<file path="config.mk">
export PLATFORM = sky130hd
export DESIGN_NAME = ll_auto_sync
export DESIGN_NICKNAME = d
export VERILOG_FILES = /design/src/rtl/lpif_pkg.sv /design/src/rtl/ll_auto_sync.sv
export VERILOG_INCLUDE_DIRS = /design/src /design/src/include
export SDC_FILE = /design/constraint.sdc
export NUM_CORES = 1
export LEC_CHECK = 0
export ABC_AREA = 1
export BUFFER_PORTS_ARGS = -buffer_cell sky130_fd_sc_hd__buf_2
export CAP_MARGIN = 20
export CORE_ASPECT_RATIO = 0.7
export CORE_MARGIN = 2
export CORE_UTILIZATION = 25
export CTS_CLUSTER_DIAMETER = 200
export DETAILED_ROUTE_END_ITERATION = 16
export GPL_ROUTABILITY_DRIVEN = 0
export SLEW_MARGIN = 30
export SYNTH_ARGS = -nofsm -noshare
export SYNTH_HDL_FRONTEND = slang
export SYNTH_SLANG_ARGS = --single-unit
</file>
<file path="constraint.sdc">
create_clock -name clk_wr -period 2.1 [get_ports clk_wr]
set_input_delay 0.105 -clock clk_wr [delete_from_list [all_inputs] [get_ports clk_wr]]
set_output_delay 0.105 -clock clk_wr [all_outputs]
set_load 0.02 [all_outputs]
</file>
<file path="src/include/lpif_settings.svh">
`ifndef LPIF_SETTINGS_SVH
`define LPIF_SETTINGS_SVH

// LPIF field widths
`define LPIF_DATA_W    512
`define LPIF_CRC_W     16
`define LPIF_STATE_W   4
`define LPIF_PROTID_W  2

// Packed flit and debug counters
`define LPIF_FLIT_W    537
`define LPIF_DBG_W     32

// One PHY channel word, four segments
`define PHY_W          320
`define PHY_SEG_W      80
// One marker at the top of each segment
`define MARKER_W       4

// Both strobe slots stay reserved in every mode
`define STB_POS_GEN2   1
`define STB_POS_GEN1   39

// Alignment delay counters
`define DELAY_W        16

// Channel width minus markers and strobe slots
`define PHY_PAYLOAD_W  314

`endif

</file>
<file path="src/rtl/lpif_pkg.sv">
`include "lpif_settings.svh"

package lpif_pkg;

  ////////////////////////////////////////////////////////////
  // Link state carried in the flit state field

  typedef enum logic [`LPIF_STATE_W-1:0] {
    NOP       = 4'h0,
    ACTIVE    = 4'h1,
    DEAPPLSM  = 4'h4,
    LINKRESET = 4'h9,
    RETRAIN   = 4'hb
  } lpif_state_e;

  ////////////////////////////////////////////////////////////
  // Transmit alignment sequencer

  // Strobe training, then marker training, then user bits
  typedef enum logic [1:0] {
    SYNC_IDLE   = 2'd0,
    SYNC_STROBE = 2'd1,
    SYNC_MARKER = 2'd2,
    SYNC_ONLINE = 2'd3
  } sync_state_e;

endpackage

</file>
<file path="src/rtl/ll_auto_sync.sv">
`timescale 1ns/1ps
`include "lpif_settings.svh"

module ll_auto_sync
  import lpif_pkg::*;
(
  input  logic                 clk_wr,
  input  logic                 arst_n,
  // Raw link control levels
  input  logic                 tx_online,
  input  logic                 rx_online,
  // Phase lengths in clk_wr cycles
  input  logic [`DELAY_W-1:0]  delay_x_value,
  input  logic [`DELAY_W-1:0]  delay_y_value,
  input  logic [`DELAY_W-1:0]  delay_z_value,
  // User bits once the link is up
  input  logic [`MARKER_W-1:0] tx_mrk_userbit,
  input  logic                 tx_stb_userbit,
  // Delayed levels and generated bits
  output logic                 tx_online_delay,
  output logic                 rx_online_delay,
  output logic [`MARKER_W-1:0] tx_auto_mrk_userbit,
  output logic                 tx_auto_stb_userbit
);

  localparam logic [`DELAY_W-1:0] CNT_ONE = 1;

  sync_state_e         sync_state;
  sync_state_e         sync_state_nxt;
  logic [`DELAY_W-1:0] tx_cnt;
  logic [`DELAY_W-1:0] tx_cnt_nxt;
  logic [`DELAY_W-1:0] rx_cnt;
  logic                phase_done;

  ////////////////////////////////////////////////////////////
  // Transmit alignment FSM

  // Last cycle of the current training phase
  assign phase_done = (tx_cnt <= CNT_ONE);

  always_comb begin
    sync_state_nxt = sync_state;
    tx_cnt_nxt     = tx_cnt;
    if (!tx_online) begin
      // Offline drops straight back to idle
      sync_state_nxt = SYNC_IDLE;
      tx_cnt_nxt     = '0;
    end else begin
      case (sync_state)
        SYNC_IDLE: begin
          sync_state_nxt = SYNC_STROBE;
          tx_cnt_nxt     = delay_y_value;
        end
        SYNC_STROBE: begin
          if (phase_done) begin
            sync_state_nxt = SYNC_MARKER;
            tx_cnt_nxt     = delay_z_value;
          end else begin
            tx_cnt_nxt = tx_cnt - CNT_ONE;
          end
        end
        SYNC_MARKER: begin
          if (phase_done) begin
            sync_state_nxt = SYNC_ONLINE;
            tx_cnt_nxt     = '0;
          end else begin
            tx_cnt_nxt = tx_cnt - CNT_ONE;
          end
        end
        // Online holds until tx_online drops
        default: begin
          sync_state_nxt = SYNC_ONLINE;
        end
      endcase
    end
  end

  always_ff @(posedge clk_wr or negedge arst_n) begin
    if (!arst_n) begin
      sync_state <= SYNC_IDLE;
      tx_cnt     <= '0;
    end else begin
      sync_state <= sync_state_nxt;
      tx_cnt     <= tx_cnt_nxt;
    end
  end

  assign tx_online_delay = (sync_state == SYNC_ONLINE);

  // Generated strobe and markers
  // Markers persist at 1 through both training phases
  always_comb begin
    case (sync_state)
      SYNC_STROBE: begin
        tx_auto_stb_userbit = 1'b1;
        tx_auto_mrk_userbit = '1;
      end
      SYNC_MARKER: begin
        tx_auto_stb_userbit = tx_stb_userbit;
        tx_auto_mrk_userbit = '1;
      end
      SYNC_ONLINE: begin
        tx_auto_stb_userbit = tx_stb_userbit;
        tx_auto_mrk_userbit = tx_mrk_userbit;
      end
      default: begin
        tx_auto_stb_userbit = 1'b0;
        tx_auto_mrk_userbit = '0;
      end
    endcase
  end

  ////////////////////////////////////////////////////////////
  // Receive online delay

  // Word alignment time before the receive side opens
  always_ff @(posedge clk_wr or negedge arst_n) begin
    if (!arst_n) begin
      rx_cnt          <= '0;
      rx_online_delay <= 1'b0;
    end else if (!rx_online) begin
      rx_cnt          <= '0;
      rx_online_delay <= 1'b0;
    end else if (rx_cnt >= delay_x_value) begin
      rx_online_delay <= 1'b1;
    end else begin
      rx_cnt <= rx_cnt + CNT_ONE;
    end
  end

endmodule

</file>
# After elaboration in Yosys (flattened, before gate mapping)
# Index checks and enable logic that the tools add are counted.
# totals
rom_bits	0
n_memories	0
latchBits	0
ram_bits	0
output_inout_bits	7
reg_bits	35
# classes
mux	14
magnitude_cmp	2
n_eq_ne	8
shift	0
reduce_logical	4
div_mod_pow	0
n_bitwise	0
n_mul	0
addsub	2
# ops
cell	n
16-bit 2-to-1 mux	5
16-bit case mux with 3 select lines	1
16-bit by 1-bit adder with 16-bit output (second input constant)	1
16-bit greater-or-equal comparator	1
16-bit by 1-bit <= comparator with 1-bit output (second input constant)	1
16-bit by 1-bit subtractor with 16-bit output (second input constant)	1
4-bit case mux with 2 select lines	1
2-bit 2-to-1 mux	3
3-bit inequality test (second input constant)	2
2-bit case mux with 3 select lines	1
2-bit == test (second input constant)	2
4-bit by 1-bit inequality test with 1-bit output (second input constant)	1
2-bit OR reduction	2
2-bit by 1-bit == test with 1-bit output (second input constant)	1
2-bit zero test	1
1-bit 2-to-1 mux	2
2-bit by 1-bit inequality test with 1-bit output (second input constant)	1
2-bit inequality test (second input constant)	1
1-bit case mux with 2 select lines	1
2-bit AND reduction	1

# Longest topological paths before layout
# logic_depth
depth_word	4
mapped_depth	14

# Worst setup path after synthesis
# No wires, ideal clock.
# synth_timing
kind	reg2reg
startpoint	register rx_cnt[13]
endpoint	register rx_cnt[10]
t_required_ns	1.983
arrival_time_ns	1.646
period_less_slack_ns	1.763
path_slack_ns	0.337
stages_incl_launch_ff	10
path_cell_list	dfrtp_1 -> ha_1 -> nand2_1 -> nor3_1 -> nand3_1 -> nand3_2 -> nand2_1 -> buf_2 -> nand2_1 -> nand2_1
# synth_via
elab_chain_len	2
# synth_rtl
element	line_no	rtl
start, declared	ll_auto_sync.sv:32	logic [`DELAY_W-1:0] rx_cnt;
start signal, assigned	ll_auto_sync.sv:127	rx_cnt <= rx_cnt + CNT_ONE;
16-bit greater-or-equal comparator	ll_auto_sync.sv:124	end else if (rx_cnt >= delay_x_value) begin
2-bit inequality test (no line)	-	
# No other way between the ends.
# A chain may end at the register's enable or synchronous reset.

# Final worst setup path
# layout_timing
startpoint	register tx_cnt[0]
endpoint	register tx_cnt[1]
# layout_via
elab_chain_len	4
# layout_rtl
element	line_no	rtl
start, declared	ll_auto_sync.sv:30	logic [`DELAY_W-1:0] tx_cnt;
start signal, assigned	ll_auto_sync.sv:84	tx_cnt <= tx_cnt_nxt;
16-bit by 1-bit subtractor with 16-bit output / 16-bit by 1-bit <= comparator with 1-bit output (equally long branches)	ll_auto_sync.sv:59, ll_auto_sync.sv:67, ll_auto_sync.sv:39	
16-bit 2-to-1 mux, on equally long branches	ll_auto_sync.sv:63, ll_auto_sync.sv:55	
16-bit case mux with 3 select lines *	ll_auto_sync.sv:49	case (sync_state)
16-bit 2-to-1 mux *	ll_auto_sync.sv:44	if (!tx_online) begin
# Mark *: on every way between the ends. The rest lies on a longest branch, timed or not.

==> impl_metrics.csv <==
group,metric,value,unit
status,run_status,"complete, no violations",
placed_design,numPortBuffers,63,
critical_path,cp.arrival,2080,ps
finish,finalNetCount,670,
routing,topRoutingLayerUsed,"met4",
critical_path,cp_cell_sequence,"inv_1 -> ha_1 -> nand2_2 -> a21oi_4 -> nand2_4 -> inv_1 -> nor2_1 -> nand2_1 -> nand3_1 -> nand2_1 -> nand2_1",
grt,antenna_found_initial,0,
routing,wl_per_cell,11.83,µm
hold_path,worst_hold_path_type,"primary input to flop",
routing,wl_met1,4.958,mm
cts,numCtsBuffers,5,
sta,rsz0062_at_grt,"false",
routing,met3_wirelength,614,µm
cts,clock_latency,280,ps
critical_path,slowest_delay,440,ps
finish,syn2layout_area_growth,24.79,%
logic_synthesis,async_reset_ff_share,100.0,%
power,powerDensity,1149,mW/mm²
cts,cts.htree.levels,2,
grt,grt_max_degree,36,
routing,drtPass1Iterations,4,
critical_path,critical_path.slowest_cell,"dfrtp_1",
floorplanning,die_h,98.20,µm
critical_path,required,2270,ps
logic_synthesis,syn_area,0.003169,mm²
placed_design,pre_cts_ws,50.22,ps
sta,tightest_slew,603.9,ps
sta,setup_slack,190.5,ps
logic_synthesis,synthDistinctLibCells,32,
logic_synthesis,yosys_register_bits,35,
routing,drc,0,
finish,antenna_cells,0,
sta,slew_headroom,59.69,%
logic_synthesis,synth_edf_count,0,
floorplanning,start_util,25.60,%
critical_path,criticalPathCategory,"flop to flop",
sta,fin_crit,1910,ps
cts,cts-root-buf,"clkbuf_16",
routing,routed_wl,8.910,mm
routing,vias,3304,
power,total_power,4.544,mW
cts,cts.sinks,35,
grt,grt_usage,13.52,%
critical_path,crit_top_cell,"nand2_1",
finish,fillers,1388,
logic_synthesis,syn_nets,595,
cts,clkTransAtPathRegs,60,ps
sta,finalHoldViolCount,0,
logic_synthesis,yosys_warnings,0,
cts,clockBufferDepth,2,
logic_synthesis,ys_seq_area_share,27.64,%
critical_path,crit_path_start_kind,"flop",
critical_path,crit_fanout,12,
placed_design,hpwlAfterDp,6.971,mm
sta,skew,4.304,ps
sta,clock.fmax,523.7,MHz
sta,finalSetupTns,0,ps
grt,grt_pass1_vias,2979,
cts,cts_tree,"done",
sta,finalCritPeriodShare,90.93,%
critical_path,crit_family,"simple AND/OR/NAND/NOR gates",
finish,final_common_cell,"nand2_1",
finish,drive_above_1_share,17.43,%
sta,finalHoldWorstSlack,123.4,ps
finish,layout_common_cells,"nand2_1 (204), nor2_1 (66), buf_2 (62)",
logic_synthesis,syn_area_per_cell,6.154,µm²
grt,grt_pass1_wl,15.08,mm
power,p_leak,2.205,nW
floorplanning,std_cell_rows,34,
critical_path,crit_buf_inv,2,
routing,dr.first_iter.drc_count,231,
power,peakVddDrop,0.3600,mV
logic_synthesis,synth_ff_type,"dfrtp_1",
routing,wl_met2,3.281,mm
job,maxCapViolations,0,
grt,overflow,0,
floorplanning,die_width,138.6,µm
floorplanning,ios,64,
routing,drtAntennaViolNets,0,
sta,drv_slew,0,
logic_synthesis,syn_inst,515,
routing,viasPerCell,4.388,
critical_path,crit_path_end_kind,"flop",
floorplanning,dieArea,0.01361,mm²
floorplanning,core-area,0.01238,mm²
sta,setup_viol,0,
==> registers in the layout (all words and copies together), names as in the netlist <==
register and cells:
rx_cnt 16, sync_state 2, tx_cnt 16, rx_online_delay 1
==> Yosys cell counts (all sizes together) (2+ instances only) <==
cell,n,area (µm²)
nand2,206,783.3
nor2,73,291.5
inv,51,191.4
nand3,50,260.3
dfrtp,35,875.8
ha,23,287.8
a21oi,17,96.35
xor2,10,87.58
nor3,9,45.04
o21ai,9,52.55
nand4,8,50.05
clkbuf,7,27.52
buf,5,32.53
xnor2,3,26.28
nor3b,2,15.01
o21bai,2,15.01
==> final timing paths <==
check | from | to | slack (ps) | cells past startpoint
setup / recovery | tx_cnt[0] | tx_cnt[1] | 190 | 11
hold / removal | delay_y_value[14] | tx_cnt[14] | 120 | 5
setup reg to reg | tx_cnt[0] | tx_cnt[1] | 190 | 11
hold reg to reg | rx_online_delay | rx_online_delay | 480 | 2
max in group asynchronous | arst_n | rx_cnt[5] | 1410 | 2
min in group asynchronous | arst_n | tx_cnt[10] | 330 | 2
==> cells by family (layout without fill, tap and decap cells) <==
family | count (synthesis) | in the layout | share of synthesized area, %
flip-flops | 35 | 35 | 27.64
adder cells (fa/ha/maj) | 23 | 23 | 9.080
XOR/XNOR | 13 | 13 | 3.593
AND/OR/NAND/NOR | 349 | 349 | 45.80
buffers and inverters | 64 | 140 | 8.053
AO/OA/AOI/OAI | 31 | 31 | 5.843
==> final cells by class <==
type	instances	area [µm²]	area share [%]
multi-input combinational	416	2056	51.98
sequential	35	875.8	22.14
timing repair buffer	80	447.9	11.33
tap	162	202.7	5.125
inverter	52	198.9	5.030
clock buffer	6	138.9	3.512
clock inverter	2	35.03	0.8858
==> layer usage <==
| metal | track usage (%) | vias to the layer above |
|---|---|---|
| met5 | 0 | - |
| met4 | 2.669 | 0 |
| met3 | 4.169 | 4 |
| met2 | 17.29 | 74 |
| met1 | 21.59 | 1457 |
| li1 | - | 1769 |
==> report_power, final <==
group	switching (mW)	internal [mW]	total (mW)
sequential	0.183	0.819	1.00
combinational	1.75	0.914	2.66
clock	0.287	0.590	0.878
==> worst reg2reg max path, stage by stage, from the launching register on <==
cell and delay [ps]:
dfrtp_1 440, inv_1 120, ha_1 240, nand2_2 140
a21oi_4 290, nand2_4 170, inv_1 130, nor2_1 50
nand2_1 60, nand3_1 70, nand2_1 60, nand2_1 40
==> stage by stage <==
stage | cell area, µm² | std cells | util [%]
after floorplan | 3169 | 515 | -
after global placement | 3747 | 744 | 30.27
after detailed placement | 3747 | 744 | 30.27
after CTS | 3931 | 753 | 31.76
after global routing | 3955 | 753 | 31.95
final | 3955 | 753 | 31.95
==> timing repair <==
| action | in CTS | in global routing |
|---|---|---|
| hold buffers | 1 | 0 |
| endpoints found under the setup margin | 0 | 6 |
| resized for setup | 0 | 4 |
| hold endpoints to repair | 35 | 0 |
| buffers inserted | 0 | 0 |
Note: power is estimated with default switching activity, not from simulation.
